`src/hdl/wiscPkg.sv`:
```
package wiscPkg;

	// ~~~~~~~~~~~~~~~~~~~~
	// sizes
	localparam int dataW     = 16;            // data and instruction width
	localparam int regAddrW  = 3;
	localparam int numRegs   = 1 << regAddrW;
	localparam int progDepth = 32;
	localparam int progAddrW = 5;             // pc counts words
	localparam logic [regAddrW-1:0] linkReg = 3'd7; // return address of jal and jalr

	// ~~~~~~~~~~~~~~~~~~~~
	// opcodes, bits 15:11 of the instruction
	typedef enum logic [4:0] {
		opHalt    = 5'b00000,
		opNop     = 5'b00001,
		opSiic    = 5'b00010,
		opNop2    = 5'b00011,
		opJ       = 5'b00100,
		opJr      = 5'b00101,
		opJal     = 5'b00110,
		opJalr    = 5'b00111,
		opAddi    = 5'b01000,
		opSubi    = 5'b01001,
		opXori    = 5'b01010,
		opAndni   = 5'b01011,
		opBeqz    = 5'b01100,
		opBnez    = 5'b01101,
		opBltz    = 5'b01110,
		opBgez    = 5'b01111,
		opSt      = 5'b10000,
		opLd      = 5'b10001,
		opSlbi    = 5'b10010,
		opStu     = 5'b10011,
		opRoli    = 5'b10100,
		opSlli    = 5'b10101,
		opRori    = 5'b10110,
		opSrli    = 5'b10111,
		opLbi     = 5'b11000,
		opAddSub  = 5'b11001,             // funct[0] picks sub
		opRolRor  = 5'b11010,             // funct[0] picks ror
		opXorAndn = 5'b11011,             // funct[0] picks andn
		opSeq     = 5'b11100,
		opSlt     = 5'b11101,
		opSle     = 5'b11110,
		opSco     = 5'b11111
	} opcodeE;

	typedef enum logic [2:0] {
		stIdle,
		stFetch,
		stDecode,
		stExec,
		stWrite,
		stHalt
	} coreStateE;

	// ~~~~~~~~~~~~~~~~~~~~
	// bundles
	typedef struct packed {
		logic   regDst;                   // write Rd (4:2) instead of Rt (7:5)
		logic   aluSrc;                   // second operand is the immediate
		logic   branch;
		logic   jump;
		logic   regWrite;
		logic   halt;
		logic   zeroExt;
		logic   i1Fmt;                    // 5 bit immediate
		logic   link;                     // r7 gets pc+1
		logic   err;                      // illegal opcode
		opcodeE aluOp;
	} ctrlT;

	typedef struct packed {
		logic                valid;
		logic [regAddrW-1:0] regNum;      // destination register
		logic [dataW-1:0]    data;
	} wbT;

	typedef struct packed {
		logic                 we;
		logic [progAddrW-1:0] addr;
		logic [dataW-1:0]     data;
	} progWrT;

endpackage
```
`src/hdl/miniCore.sv`:
```
`timescale 1ns/1ps

module miniCore (
	input  logic            clk,
	input  logic            rstN,
	input  wiscPkg::progWrT progWr,
	input  logic            start,
	output wiscPkg::wbT     wb,
	output logic            halted,
	output logic            err
);

	wiscPkg::coreStateE            state;
	wiscPkg::ctrlT                 ctrl;
	wiscPkg::ctrlT                 ctrlQ;         // decode held for exec and write
	wiscPkg::progWrT               progWrGated;
	logic [wiscPkg::dataW-1:0]     instr;
	logic [wiscPkg::dataW-1:0]     rsData;
	logic [wiscPkg::dataW-1:0]     rtData;
	logic [wiscPkg::dataW-1:0]     result;
	logic [wiscPkg::progAddrW-1:0] pc;
	logic [wiscPkg::progAddrW-1:0] pcNext;
	logic [wiscPkg::progAddrW-1:0] target;
	logic [wiscPkg::regAddrW-1:0]  rsAddr;
	logic [wiscPkg::regAddrW-1:0]  rtAddr;
	logic [wiscPkg::regAddrW-1:0]  rdAddr;
	logic [wiscPkg::regAddrW-1:0]  wrReg;
	logic                          fetchEn;
	logic                          pcInc;
	logic                          pcLoad;
	logic                          pcClear;
	logic                          regWe;
	logic                          takeBranch;
	logic                          validIns;

	assign rsAddr   = instr[10:8];
	assign rtAddr   = instr[7:5];
	assign rdAddr   = instr[4:2];
	assign validIns = (state == wiscPkg::stDecode) || (state == wiscPkg::stExec) ||
	                  (state == wiscPkg::stWrite);

	// program loads only while the core is stopped
	always_comb
	begin
		progWrGated    = progWr;
		progWrGated.we = progWr.we &&
		                 ((state == wiscPkg::stIdle) || (state == wiscPkg::stHalt));
	end

	always_ff @(posedge clk)
	begin
		if (!rstN)
			ctrlQ <= '0;
		else if (state == wiscPkg::stDecode)
			ctrlQ <= ctrl;
	end

	always_comb
	begin
		if (ctrlQ.link)
			wrReg = wiscPkg::linkReg;
		else if ((ctrlQ.aluOp == wiscPkg::opLbi) || (ctrlQ.aluOp == wiscPkg::opSlbi))
			wrReg = rsAddr;
		else if (ctrlQ.regDst)
			wrReg = rdAddr;                       // R-format
		else
			wrReg = rtAddr;
	end

	// ~~~~~~~~~~~~~~~~~~~~
	// blocks
	progStore uStore (
		.clk     (clk),
		.progWr  (progWrGated),
		.fetchEn (fetchEn),
		.pc      (pc),
		.instr   (instr)
	);

	instrDecode uDecode (
		.opcode   (wiscPkg::opcodeE'(instr[15:11])),
		.validIns (validIns),
		.ctrl     (ctrl)
	);

	seqFsm uSeq (
		.clk        (clk),
		.rstN       (rstN),
		.start      (start),
		.ctrl       (ctrl),
		.takeBranch (takeBranch),
		.state      (state),
		.fetchEn    (fetchEn),
		.pcInc      (pcInc),
		.pcLoad     (pcLoad),
		.pcClear    (pcClear),
		.regWe      (regWe),
		.halted     (halted),
		.err        (err)
	);

	pcCounter uPc (
		.clk    (clk),
		.rstN   (rstN),
		.clear  (pcClear),
		.pcInc  (pcInc),
		.pcLoad (pcLoad),
		.target (target),
		.pc     (pc),
		.pcNext (pcNext)
	);

	regFile uRegs (
		.clk    (clk),
		.rstN   (rstN),
		.rsAddr (rsAddr),
		.rtAddr (rtAddr),
		.rsData (rsData),
		.rtData (rtData),
		.wrReg  (wrReg),
		.wrData (result),
		.regWe  (regWe),
		.wb     (wb)
	);

	aluUnit uAlu (
		.clk        (clk),
		.ctrl       (ctrlQ),
		.instr      (instr),
		.rsData     (rsData),
		.rtData     (rtData),
		.pcNext     (pcNext),
		.result     (result),
		.target     (target),
		.takeBranch (takeBranch)
	);

endmodule

```
`src/hdl/aluUnit.sv`:
```
`timescale 1ns/1ps

module aluUnit (
	input  logic                          clk,
	input  wiscPkg::ctrlT                 ctrl,
	input  logic [wiscPkg::dataW-1:0]     instr,
	input  logic [wiscPkg::dataW-1:0]     rsData,
	input  logic [wiscPkg::dataW-1:0]     rtData,
	input  logic [wiscPkg::progAddrW-1:0] pcNext,
	output logic [wiscPkg::dataW-1:0]     result,
	output logic [wiscPkg::progAddrW-1:0] target,
	output logic                          takeBranch
);

	logic [wiscPkg::dataW-1:0]   imm;
	logic [wiscPkg::dataW-1:0]   opB;
	logic [wiscPkg::dataW-1:0]   linkVal;
	logic [wiscPkg::dataW-1:0]   aluOut;
	logic [wiscPkg::dataW-1:0]   addrBase;
	logic [wiscPkg::dataW-1:0]   addrOff;
	logic [wiscPkg::dataW-1:0]   addrSum;
	logic [2*wiscPkg::dataW-1:0] rotL;
	logic [2*wiscPkg::dataW-1:0] rotR;
	logic [wiscPkg::dataW:0]     carrySum;
	logic [3:0]                  shAmt;
	logic                        cond;
	logic                        useFunct;

	// ~~~~~~~~~~~~~~~~~~~~
	// operands
	always_comb
	begin
		if (ctrl.i1Fmt)
			imm = ctrl.zeroExt ? {11'b0, instr[4:0]} : {{11{instr[4]}}, instr[4:0]};
		else
			imm = ctrl.zeroExt ? {8'b0, instr[7:0]} : {{8{instr[7]}}, instr[7:0]};
	end

	assign opB      = ctrl.aluSrc ? imm : rtData;
	assign shAmt    = opB[3:0];
	assign rotL     = {rsData, rsData} << shAmt;      // upper half is the rotate
	assign rotR     = {rsData, rsData} >> shAmt;
	assign carrySum = {1'b0, rsData} + {1'b0, opB};
	assign linkVal  = {{(wiscPkg::dataW-wiscPkg::progAddrW){1'b0}}, pcNext};
	assign useFunct = instr[0];                      // second function of an R pair

	// ~~~~~~~~~~~~~~~~~~~~
	// operation, sub is B - A
	always_comb
	begin
		case (ctrl.aluOp)
			wiscPkg::opAddi:    aluOut = carrySum[wiscPkg::dataW-1:0];
			wiscPkg::opSubi:    aluOut = opB - rsData;
			wiscPkg::opXori:    aluOut = rsData ^ opB;
			wiscPkg::opAndni:   aluOut = rsData & ~opB;
			wiscPkg::opRoli:    aluOut = rotL[2*wiscPkg::dataW-1:wiscPkg::dataW];
			wiscPkg::opSlli:    aluOut = rsData << shAmt;
			wiscPkg::opRori:    aluOut = rotR[wiscPkg::dataW-1:0];
			wiscPkg::opSrli:    aluOut = rsData >> shAmt;
			wiscPkg::opAddSub:
				aluOut = useFunct ? opB - rsData : carrySum[wiscPkg::dataW-1:0];
			wiscPkg::opRolRor:
				aluOut = useFunct ? rotR[wiscPkg::dataW-1:0]
				                  : rotL[2*wiscPkg::dataW-1:wiscPkg::dataW];
			wiscPkg::opXorAndn: aluOut = useFunct ? rsData & ~opB : rsData ^ opB;
			wiscPkg::opSeq:     aluOut = wiscPkg::dataW'(rsData == opB);
			wiscPkg::opSlt:     aluOut = wiscPkg::dataW'($signed(rsData) < $signed(opB));
			wiscPkg::opSle:     aluOut = wiscPkg::dataW'($signed(rsData) <= $signed(opB));
			wiscPkg::opSco:     aluOut = wiscPkg::dataW'(carrySum[wiscPkg::dataW]);
			wiscPkg::opLbi:     aluOut = imm;
			wiscPkg::opSlbi:    aluOut = (rsData << 8) | imm;
			wiscPkg::opJal, wiscPkg::opJalr:
				aluOut = linkVal;
			default:            aluOut = '0;
		endcase
	end

	// ~~~~~~~~~~~~~~~~~~~~
	// branch condition and next pc
	always_comb
	begin
		case (ctrl.aluOp)
			wiscPkg::opBeqz: cond = (rsData == '0);
			wiscPkg::opBnez: cond = (rsData != '0);
			wiscPkg::opBltz: cond = rsData[wiscPkg::dataW-1];
			wiscPkg::opBgez: cond = !rsData[wiscPkg::dataW-1];
			default:         cond = 1'b0;
		endcase
	end

	assign takeBranch = ctrl.branch && cond;

	always_comb
	begin
		if (ctrl.jump && ctrl.aluSrc)
		begin
			addrBase = rsData;                    // jr, jalr
			addrOff  = imm;
		end
		else if (ctrl.jump)
		begin
			addrBase = linkVal;
			addrOff  = {{5{instr[10]}}, instr[10:0]};
		end
		else
		begin
			addrBase = linkVal;
			addrOff  = imm;
		end
	end

	assign addrSum = addrBase + addrOff;

	// inputs hold still from stExec through stWrite, so this holds the stExec value
	always_ff @(posedge clk)
	begin
		result <= aluOut;
		target <= addrSum[wiscPkg::progAddrW-1:0];
	end

endmodule

```
`src/hdl/regFile.sv`:
```
`timescale 1ns/1ps

module regFile (
	input  logic                         clk,
	input  logic                         rstN,
	input  logic [wiscPkg::regAddrW-1:0] rsAddr,
	input  logic [wiscPkg::regAddrW-1:0] rtAddr,
	output logic [wiscPkg::dataW-1:0]    rsData,
	output logic [wiscPkg::dataW-1:0]    rtData,
	input  logic [wiscPkg::regAddrW-1:0] wrReg,
	input  logic [wiscPkg::dataW-1:0]    wrData,
	input  logic                         regWe,
	output wiscPkg::wbT                  wb
);

	logic [wiscPkg::dataW-1:0] regs [wiscPkg::numRegs];

	assign rsData = regs[rsAddr];
	assign rtData = regs[rtAddr];

	// the strobe mirrors the write port, so it lasts exactly the stWrite cycle
	assign wb.valid  = regWe;
	assign wb.regNum = wrReg;
	assign wb.data   = wrData;

	always_ff @(posedge clk)
	begin
		if (!rstN)
			regs <= '{default: '0};
		else if (regWe)
			regs[wrReg] <= wrData;
	end

endmodule

```
`src/hdl/progStore.sv`:
```
`timescale 1ns/1ps

module progStore (
	input  logic                          clk,
	input  wiscPkg::progWrT               progWr,
	input  logic                          fetchEn,
	input  logic [wiscPkg::progAddrW-1:0] pc,
	output logic [wiscPkg::dataW-1:0]     instr
);

	logic [wiscPkg::dataW-1:0] mem [wiscPkg::progDepth];

	always_ff @(posedge clk)
	begin
		if (progWr.we)
			mem[progWr.addr] <= progWr.data;
		if (fetchEn)
			instr <= mem[pc];                     // held until the next fetch
	end

endmodule

```
`src/hdl/pcCounter.sv`:
```
`timescale 1ns/1ps

module pcCounter (
	input  logic                          clk,
	input  logic                          rstN,
	input  logic                          clear,
	input  logic                          pcInc,
	input  logic                          pcLoad,
	input  logic [wiscPkg::progAddrW-1:0] target,
	output logic [wiscPkg::progAddrW-1:0] pc,
	output logic [wiscPkg::progAddrW-1:0] pcNext
);

	assign pcNext = pc + wiscPkg::progAddrW'(1); // link value and branch base

	always_ff @(posedge clk)
	begin
		if (!rstN || clear)
			pc <= '0;
		else if (pcLoad)
			pc <= target;                         // taken branch or jump
		else if (pcInc)
			pc <= pcNext;
	end

endmodule

```
`src/hdl/seqFsm.sv`:
```
`timescale 1ns/1ps

module seqFsm (
	input  logic               clk,
	input  logic               rstN,
	input  logic               start,
	input  wiscPkg::ctrlT      ctrl,
	input  logic               takeBranch,
	output wiscPkg::coreStateE state,
	output logic               fetchEn,
	output logic               pcInc,
	output logic               pcLoad,
	output logic               pcClear,
	output logic               regWe,
	output logic               halted,
	output logic               err
);

	wiscPkg::coreStateE nextState;
	logic               stopped;      // start is only taken here
	logic               redirect;

	assign stopped  = (state == wiscPkg::stIdle) || (state == wiscPkg::stHalt);
	assign redirect = ctrl.jump || takeBranch;
	assign pcClear  = stopped && start;
	assign fetchEn  = (state == wiscPkg::stFetch);
	assign regWe    = (state == wiscPkg::stWrite) && ctrl.regWrite;
	assign pcLoad   = (state == wiscPkg::stWrite) && redirect;
	assign pcInc    = (state == wiscPkg::stWrite) && !redirect;

	always_comb
	begin
		nextState = state;
		case (state)
			wiscPkg::stIdle, wiscPkg::stHalt:
				if (start)
					nextState = wiscPkg::stFetch;
			wiscPkg::stFetch:
				nextState = wiscPkg::stDecode;
			wiscPkg::stDecode:
				if (ctrl.err || ctrl.halt)
					nextState = wiscPkg::stHalt;  // nothing gets written
				else
					nextState = wiscPkg::stExec;
			wiscPkg::stExec:
				nextState = wiscPkg::stWrite;
			wiscPkg::stWrite:
				nextState = wiscPkg::stFetch;
			default:
				nextState = wiscPkg::stIdle;
		endcase
	end

	always_ff @(posedge clk)
	begin
		if (!rstN)
		begin
			state  <= wiscPkg::stIdle;
			halted <= 1'b0;
			err    <= 1'b0;
		end
		else
		begin
			state <= nextState;
			if (pcClear)
			begin
				halted <= 1'b0;                   // levels hold until the next run
				err    <= 1'b0;
			end
			else if (state == wiscPkg::stDecode)
			begin
				halted <= ctrl.halt;
				err    <= ctrl.err;
			end
		end
	end

endmodule

```
`src/hdl/instrDecode.sv`:
```
`timescale 1ns/1ps

module instrDecode (
	input  wiscPkg::opcodeE opcode,
	input  logic            validIns,
	output wiscPkg::ctrlT   ctrl
);

	wiscPkg::opcodeE effOp;

	assign effOp = validIns ? opcode : wiscPkg::opNop; // no valid fetch behaves as nop

	always_comb
	begin
		ctrl       = '0;
		ctrl.aluOp = effOp;
		case (effOp)
			wiscPkg::opHalt:
			begin
				ctrl.halt = 1'b1;
			end
			wiscPkg::opNop, wiscPkg::opNop2, wiscPkg::opSiic:
			begin
				ctrl.aluOp = effOp;               // nothing to do
			end
			// ~~~~~~~~~~~~~~~~~~~~
			// I-format 1
			wiscPkg::opAddi, wiscPkg::opSubi, wiscPkg::opRoli, wiscPkg::opSlli,
			wiscPkg::opRori, wiscPkg::opSrli:
			begin
				ctrl.aluSrc   = 1'b1;
				ctrl.regWrite = 1'b1;
				ctrl.i1Fmt    = 1'b1;
			end
			wiscPkg::opXori, wiscPkg::opAndni:
			begin
				ctrl.aluSrc   = 1'b1;
				ctrl.regWrite = 1'b1;
				ctrl.i1Fmt    = 1'b1;
				ctrl.zeroExt  = 1'b1;             // logic ops take an unsigned imm
			end
			wiscPkg::opSt, wiscPkg::opLd, wiscPkg::opStu:
			begin
				ctrl.aluOp = effOp;               // no data memory, legal no-op
			end
			// ~~~~~~~~~~~~~~~~~~~~
			// R-format
			wiscPkg::opAddSub, wiscPkg::opRolRor, wiscPkg::opXorAndn, wiscPkg::opSeq,
			wiscPkg::opSlt, wiscPkg::opSle, wiscPkg::opSco:
			begin
				ctrl.regDst   = 1'b1;
				ctrl.regWrite = 1'b1;
			end
			// ~~~~~~~~~~~~~~~~~~~~
			// I-format 2
			wiscPkg::opBeqz, wiscPkg::opBnez, wiscPkg::opBltz, wiscPkg::opBgez:
			begin
				ctrl.aluSrc = 1'b1;
				ctrl.branch = 1'b1;
			end
			wiscPkg::opLbi:
			begin
				ctrl.aluSrc   = 1'b1;
				ctrl.regWrite = 1'b1;             // writes Rs
			end
			wiscPkg::opSlbi:
			begin
				ctrl.aluSrc   = 1'b1;
				ctrl.regWrite = 1'b1;
				ctrl.zeroExt  = 1'b1;
			end
			// ~~~~~~~~~~~~~~~~~~~~
			// J-format
			wiscPkg::opJ:
			begin
				ctrl.jump = 1'b1;
			end
			wiscPkg::opJr:
			begin
				ctrl.jump   = 1'b1;
				ctrl.aluSrc = 1'b1;               // target from Rs+imm8
			end
			wiscPkg::opJal:
			begin
				ctrl.jump     = 1'b1;
				ctrl.regWrite = 1'b1;
				ctrl.link     = 1'b1;
			end
			wiscPkg::opJalr:
			begin
				ctrl.jump     = 1'b1;
				ctrl.aluSrc   = 1'b1;
				ctrl.regWrite = 1'b1;
				ctrl.link     = 1'b1;
			end
			default:
			begin
				ctrl.err = 1'b1;
			end
		endcase
	end

endmodule

```
`config.mk`:
```
export PLATFORM = sky130hd
export DESIGN_NAME = miniCore
export DESIGN_NICKNAME = d
export VERILOG_FILES = /design/src/hdl/wiscPkg.sv /design/src/hdl/miniCore.sv /design/src/hdl/aluUnit.sv /design/src/hdl/regFile.sv /design/src/hdl/progStore.sv /design/src/hdl/pcCounter.sv /design/src/hdl/seqFsm.sv /design/src/hdl/instrDecode.sv
export SDC_FILE = /design/constraint.sdc
export NUM_CORES = 1
export LEC_CHECK = 0
export ABC_AREA = 1
export BUFFER_PORTS_ARGS = -buffer_cell sky130_fd_sc_hd__buf_2
export CAP_MARGIN = 10
export CORE_UTILIZATION = 35
export DETAILED_ROUTE_END_ITERATION = 10
export PLACE_DENSITY_LB_ADDON = 0.25
export SLEW_MARGIN = 10
export SYNTH_ARGS = -nofsm -noshare
export SYNTH_HDL_FRONTEND = slang
export SYNTH_HIERARCHICAL = 1
export SYNTH_SLANG_ARGS = --single-unit
```
`constraint.sdc`:
```
create_clock -name clk -period 4.3 [get_ports clk]
set_input_delay 1.29 -clock clk [delete_from_list [all_inputs] [get_ports clk]]
set_output_delay 1.29 -clock clk [all_outputs]
set_load 0.03 [all_outputs]
```
; ---- Yosys cells after proc, flatten, opt, wreduce, memory -nomap -nowiden
; Memory sizes are Yosys's and may differ from the RTL's. A register that Yosys moved wholly into a read port is not among the register bits.
; Index checks and enable logic that the tools add are counted.
[word_totals]
regBits = 170
latch_bits = 0
ramBits = 512
mem_bits_ro = 0
inputBits = 25
out_inout_bits = 22
word_cells = 173
mem_count = 1
[op_classes]
add_sub_neg = 4
n_mul = 0
div_mod_pow = 0
magnitude_cmp = 6
eq_ne = 55
n_shift = 4
n_mux = 41
bitwise_logic = 8
reduce_logical = 33
[mem_list]
columns = memory, words, word_bits, read_ports, rd_ports_with_merged_regs, write_ports, line_no
row1 = uStore.mem, 32, 16, 1, 1, 1, progStore.sv:11  ; logic [wiscPkg::dataW-1:0] mem [wiscPkg::progDepth];
[op_table]
columns = cell, n
row1 = 16-bit case mux with 18 select lines, 1
row2 = 16-bit two-way mux, 12
row3 = 5-bit equality test (second input constant), 26
row4 = 128-bit bitwise mux, 1
row5 = 16-bit binary-select mux with 3-bit select, 2
row6 = 5-bit by 4-bit equality test with 1-bit output (second input constant), 16
row7 = 16-bit demux with 3-bit select, 1
row8 = 32-bit by 4-bit << shifter with 32-bit output, 1
row9 = 32-bit by 4-bit right shift with 16-bit output, 1
row10 = 5-bit by 3-bit equality test with 1-bit output (second input constant), 6
row11 = 5-bit two-way mux, 6
row12 = 19-bit OR reduction, 1
row13 = 16-bit by 16-bit adder with 17-bit output, 1
row14 = 16-bit bitwise AND, 1
row15 = 16-bit equality test, 1
row16 = 16-bit <= comparator, 1
row17 = 16-bit zero test, 1
row18 = 16-bit < comparator, 1
row19 = 16-bit inverter, 1
row20 = 16-bit bitwise OR, 1
row21 = 16-bit nonzero test, 1
row22 = 16-bit OR reduction, 1
row23 = 16-bit by 4-bit << shifter with 16-bit output, 1
row24 = 16-bit by 4-bit right shift with 16-bit output, 1
row25 = other kinds (27), 65

; ---- Logic depth before layout (Yosys ltp)
; Gate-level depths: netlist of run 1.
[depth]
ltp_word = 12
depth_mapped = 26
depth_no_buf = 23

; ---- Modules after synthesis
; Netlist of run 1, hierarchy kept.
[modules_own_cells]
columns = mod, n_inst, cells_per_inst, area_per_inst_um2, seq_area_each_um2
row1 = progStore, 1, 1794, 21461.8, 15855.2
row2 = regFile, 1, 1313, 7637.3, 2562.5
row3 = aluUnit, 1, 1228, 6613.8, 420.4
row4 = miniCore, 1, 107, 833.3, 300.3
row5 = seqFsm, 1, 49, 291.5, 100.1
row6 = pcCounter, 1, 43, 289.0, 100.1
row7 = instrDecode, 1, 45, 209.0, 0.0

; ---- Least setup slack after synthesis of run 1
; OpenSTA, ideal clock, no wires.
[synth_timing]
kind = reg-to-output
startpoint = reg uSeq.state[2]
endpoint = out wb[19] in the netlist's numbering
arrival_ns = 2.120
required_ns = 3.010
path_slack_ns = 0.890
path_stages_with_launch = 13
path_buffers = 1
cell_sequence = dfxtp_1 -> inv_2 -> o21bai_1 -> a21boi_1 -> nand2_1 -> nor2_1 -> nand2_1 -> nand2_1 -> nor2_1 -> nand3_1 -> inv_1 -> nor2_1 -> buf_4
[synth_lines]
columns = element, line_no
row1 = start: declaration, seqFsm.sv:9  ; output wiscPkg::coreStateE state,
row2 = start signal: assignment, seqFsm.sv:58  ; state <= wiscPkg::stIdle;
row3 = start signal: assignment, seqFsm.sv:64  ; state <= nextState;
row4 = end: declaration, miniCore.sv:8  ; output wiscPkg::wbT wb,

==> impl_metrics.csv, run 1 <==
group,metric,value,unit
hold_path,hp-class,"flop to flop",
timing,period_share,95.4,%
timing,hold_viol_final,0,
grt,grt-ovfl-total,0,
floorplan,dieArea,108000,um^2
grt,antenna_found_initial,1,
logic_synthesis,synth_nets,4653,
job,timing.max_cap.violations,0,
route,drt-initial-drc-count,3153,
critical_path,slowest_delay,0.34,ns
timing,fmax,244,MHz
timing,tns,0,ns
logic_synthesis,synth.avg_cell_area,8.15,um^2
layout,final_core_util,39.2,%
timing,tightest_slew,0.964,ns
critical_path,cp_num_buf_inv,3,
timing,rsz0062_at_grt,"no",
power_and_ir_drop,power_density,389,nW/um^2
route,post_drt_wl_per_cell,20.4,um
floorplan,core_region_area,105000,um^2
grt,grt_pass1_wl,185000,um
layout,drive_gt1_share,9.43,%
grt,grt_pass1_vias,28700,
critical_path,cp_common_cell,"nand2_1",
placement,port_buffers,46,
critical_path,r2r-start,"uStore/instr[5]",
floorplan,initial_core_util,35.3,%
route,firstDrtPassIters,7,
critical_path,slowest_stage,"dfxtp_1",
layout,final_nets,4641,
route,wl,123000,um
cts,cts_tree,"done",
critical_path,path_max_fanout,9,
logic_synthesis,yosysWarnings,6,
logic_synthesis,syn_area,37200,um^2
run_status,status,"finished clean",
timing,min_period,4.10,ns
floorplan,io_pins,47,
layout,fin_area,41200,um^2
cts,cts.htree.levels,3,
route,drt-vias-per-instance,5.17,
critical_path,reg2reg_slack,0.42,ns
cts,cts_buffers,80,
cts,cts-root-buf,"clkbuf_16",
timing,maxSlewViolCount,0,
cts,postCtsHoldBufs,0,
route,wl_met3,8050,um
critical_path,r2r-end,"uAlu/result[10]",
route,maxUsedRoutingLayer,"met4",
logic_synthesis,postSynthCellCount,4567,
route,wl_met1,55300,um
critical_path,crit_required,3.01,ns
critical_path,crit_path_cell_trace,"inv_2, o21bai_1, a21boi_4, nand2_1, nor2_1, nand2_1, nand2_1, nor2_1, nand3_1, inv_1, nor2_2, buf_2",
cts,cts_buffer_depth,3,
cts,cts.sinks,699,
power_and_ir_drop,peakVddDrop,430,uV
route,vias,31000,
placement,dp_hpwl,80500,um
route,antenna_left,0,
grt,grt_max_degree,151,
floorplan,die_h,328,um
timing,setup_slack,0.196,ns
critical_path,reg2regPathDepth,22,
critical_path,worst-setup-path-type,"flop to output pin",
cts,clk_pin_slew,0.06,ns
route,post-route-drc-count,0,
floorplan,rows,119,
floorplan,die_w,328,um
critical_path,crit_family,"simple AND/OR/NAND/NOR gates",
placement,place_congestion,1.02,
grt,grt_usage,22.6,%
layout,syn2layout_area_growth,10.9,%
cts,post_cts_buffers,0,
critical_path,cp-start-kind,"flop",
critical_path,crit_start,"uSeq/state[2]",
placement,dpl_cell_area,38600,um^2
power_and_ir_drop,leakagePower,17.3,nW
route,wl_met2,55200,um
timing,clock_skew,0.0468,ns
placement,dpl_worst_slack,0.361,ns
critical_path,arrival,2.81,ns
critical_path,endpoint,"wb[19]",
critical_path,cp.depth,12,
cts,insertion_delay,0.68,ns
timing,finalSetupViolCount,0,
timing,max-slew-margin-rel,35.6,%
critical_path,endpoint_kind,"output pin",
cell type report:
cell class              count  area, um^2
well taps                1391        1740
repair buffers            158        1270
diodes                      4        10.0
flip-flops and latches    699       19300
fillers                 10700       64000
inverters                 332        1290
clock buffers             101        2170
clock inverters            41         437
multi-input cells        3284       15000
sequential cells by signal, summed over array words and instances, names as in the netlist:
register / cells
uAlu/target: 5
uSeq/err: 1
uAlu/result: 16
uPc/pc: 5
ctrlQ: 12
uRegs/regs: 128
uSeq/state: 3
uSeq/halted: 1
uStore/mem: 512
uStore/instr: 16
layout by cell type, fill, tap and decap left out, types with 5 or more instances in the layout:
cell type / n
a21boi_2: 7
a21oi_1: 59
a22oi_1: 5
buf_12: 16
buf_2: 45
buf_4: 97
clkbuf_1: 15
clkbuf_16: 83
clkinv_1: 17
clkinv_16: 5
clkinv_2: 12
dfxtp_1: 168
edfxtp_1: 528
ha_1: 58
inv_1: 295
inv_2: 24
inv_4: 7
nand2_1: 1604
nand2_2: 39
nand2_4: 13
nand3_1: 749
nand3_2: 23
nand4_1: 32
nor2_1: 398
nor2_2: 27
nor2_4: 5
nor3_1: 15
o21ai_0: 71
o21ai_1: 122
o21bai_1: 7
xor2_1: 8
worst reg2reg max path, cell delays in order (launching register included):
cell and delay, ns:
edfxtp_1 0.44, buf_12 0.22, nand2_1 0.21, nand3_1 0.08
nand2_1 0.08, nand2_1 0.04, nand2_1 0.32, nand2_8 0.18
nand2_8 0.19, ha_1 0.23, inv_1 0.07, fa_1 0.42
nand3b_1 0.20, nand2_1 0.16, nand2_1 0.10, nand2_1 0.14
nand2_1 0.10, nand2_1 0.07, nand2_1 0.06, nand3_1 0.16
nand2_1 0.07, nor2_1 0.16, nand3_1 0.09
repair_timing:
item | CTS | global route
endpoints found under the setup margin | 1 | 1
endpoints found under the hold margin | 0 | 0
gates cloned | 0 | 0
gates resized for setup | 2 | 1
pin swaps | 0 | 0
how the worst min path moves through the flow:
| stage | start | endpoint | depth (start not counted) |
|---|---|---|---|
| 2_1_floorplan | ctrlQ[11] | ctrlQ[11] | 2 |
| 3_3_place_gp | ctrlQ[11] | ctrlQ[11] | 2 |
| 3_5_place_dp | uRegs/regs[26] | uRegs/regs[26] | 2 |
| 4_1_cts | ctrlQ[12] | ctrlQ[12] | 2 |
| 5_1_grt | uRegs/regs[26] | uRegs/regs[26] | 2 |
| 6_report | uRegs/regs[26] | uRegs/regs[26] | 2 |
per-stage QoR:
step	hold slack (ns)	instances	total power, mW
global route	0.495	6006	16.6
CTS	0.483	6006	16.2
floorplan	0.444	4567	8.76
global placement	0.460	5864	9.41
finish	0.477	6010	16.1
detailed placement	0.471	5864	9.40
power breakdown:
| group | internal, mW | switching (mW) |
|---|---|---|
| clock | 3.86 | 2.89 |
| sequential | 7.31 | 0.0577 |
| combinational | 0.523 | 1.41 |
| total | 11.7 | 4.36 |
layer usage:
layer / vias to the layer above / GRT usage, %
li1: 15000 / -
met1: 14700 / 31.6
met2: 1139 / 35.4
met3: 238 / 3.33
met4: 0 / 8.17
met5: - / 0
Note: power is estimated with default switching activity, not from simulation.
==> inputs of run 2 (changes only) <==
Settings changed: CORE_UTILIZATION 35 to 25.
==> run 2 against run 1 <==
Clock skew grew 0.025 ns. Cell area rose by 2.0%. Power up 1.7%.
==> impl_metrics.csv, run 2 (synthesized netlist as in run 1, its figures left out) <==
group,metric,value,unit
cts,cts-root-buf,"clkbuf_16",
critical_path,reg2reg_slack,0.50,ns
placement,port_buffers,46,
timing,hold_viol_final,0,
cts,cts_tree,"done",
timing,tightest_slew,0.814,ns
floorplan,die_h,388,um
timing,finalSetupViolCount,0,
floorplan,io_pins,47,
placement,place_congestion,0.973,
route,post_drt_wl_per_cell,19.6,um
grt,grt_pass1_vias,29200,
route,drt-vias-per-instance,4.70,
hold_path,hp-class,"flop to flop",
grt,antenna_found_initial,2,
critical_path,cp-start-kind,"flop",
route,post-route-drc-count,0,
timing,period_share,97.4,%
grt,grt_pass1_wl,193000,um
critical_path,path_max_fanout,10,
critical_path,endpoint_kind,"output pin",
layout,top_regs,"uStore/mem (512), uRegs/regs (128)",
critical_path,arrival,2.90,ns
grt,grt_max_degree,140,
critical_path,slowest_stage,"dfxtp_1",
cts,cts.sinks,699,
floorplan,initial_core_util,25.2,%
cts,cts_buffer_depth,3,
floorplan,core_region_area,148000,um^2
timing,clock_skew,0.0716,ns
timing,max-slew-margin-rel,45.7,%
critical_path,slowest_delay,0.60,ns
layout,regMostFlops,"uStore/mem",
layout,layout_common_cells,"1,602 x nand2_1, 749 x nand3_1, 528 x edfxtp_1, 402 x nor2_1, 295 x inv_1",
layout,largest_reg_flops,512,
timing,min_period,4.19,ns
power_and_ir_drop,leakagePower,17.5,nW
layout,final_core_util,28.5,%
cts,cts.htree.levels,3,
cts,insertion_delay,0.73,ns
critical_path,crit_required,3.01,ns
cts,clk_pin_slew,0.06,ns
floorplan,dieArea,150000,um^2
critical_path,worst-setup-path-type,"flop to output pin",
critical_path,cp_common_cell,"nand2_1",
timing,hold_slack,0.475,ns
floorplan,rows,141,
critical_path,crit_path_cell_trace,"nand2_1, nor2_2, nand2_1, nand2_1, nand3_1, buf_2",
run_status,status,"finished clean",
layout,layout_commonest_cell,"nand2_1",
power_and_ir_drop,peakVddDrop,376,uV
timing,maxSlewViolCount,0,
layout,drive_gt1_share,9.78,%
grt,grt-ovfl-total,0,
cts,postCtsHoldBufs,0,
grt,grt_usage,16.8,%
placement,dp_hpwl,85000,um
job,timing.max_cap.violations,0,
cts,cts_buffers,83,
floorplan,die_w,388,um
layout,final_nets,4657,
power_and_ir_drop,finalPower,16.3,mW
route,drt-initial-drc-count,2699,
layout,fillers,15800,
route,vias,30800,
route,antenna_left,0,
route,wl,129000,um
power_and_ir_drop,power_density,388,nW/um^2
layout,syn2layout_area_growth,13.1,%
route,firstDrtPassIters,6,
timing,fmax,239,MHz
run 2: cell count changes in the layout (fill, tap and decap cells not counted), moves of 3 or more:
cell	before	now
nor2_1	398	402
nor2_2	27	22
clkinv_2	12	15
buf_4	97	111
clkinv_1	17	13
inv_6	2	5
run 2: path summary, 6_finish.rpt:
check	from	end	cells past startpoint
worst min register to register	ctrlQ[12]	ctrlQ[12]	2
worst max register to register	uStore/instr[5]	uAlu/result[0]	19
worst min-delay path	ctrlQ[12]	ctrlQ[12]	2
worst max-delay path	ctrlQ[4]	wb[18]	6
run 2: layout make-up:
cell class | count | area (um^2) | area share [%]
antenna | 2 | 5.00 | 0.0119
clock buffer | 102 | 2180 | 5.18
clock inverter | 43 | 508 | 1.21
inverter | 332 | 1290 | 3.07
multi-input combinational | 3284 | 15000 | 35.7
sequential | 699 | 19300 | 45.9
tap | 1930 | 2410 | 5.74
timing repair buffer | 171 | 1360 | 3.22
run 2: power by group:
group / switching [mW] / internal (mW)
registers: 0.0610 / 7.31
logic: 1.41 / 0.516
clock network: 3.07 / 3.95
run 2: per-layer routing:
layer  GRT usage (%)  vias to the layer above  part of all wire (%)
li1                -                    15000                     -
met1            23.7                    14800                    46
met2            27.0                      902                    45
met3            2.11                      166                   5.6
met4            4.65                        2                   2.6
met5               0                        -                0.0093
run 2: stage by stage:
stage / TNS, ns / setup WS [ns] / std cells / cell area (um^2)
floorplan: 0 / 0.912 / 4567 / 37200
global placement: 0 / 0.494 / 6411 / 39300
detailed placement: 0 / 0.381 / 6411 / 39300
CTS: 0 / 0.00790 / 6556 / 42000
global route: -0.00230 / -0.00230 / 6561 / 42100
finish: 0 / 0.111 / 6563 / 42100
run 2: what timing repair did:
item                                    4_1_cts  5_1_grt
setup buffers                                 0        5
pin swaps                                     0        2
endpoints found under the setup margin        1        1
gates resized for setup                       3        8
hold endpoints to repair                      0        0
run 2: critical path, delay by kind of cell, from the launching register on:
kind | cells | cell delay, ns
DFF | 1 | 0.60
and+or+nand+nor | 5 | 1.19
buffers and inverters | 1 | 0.39
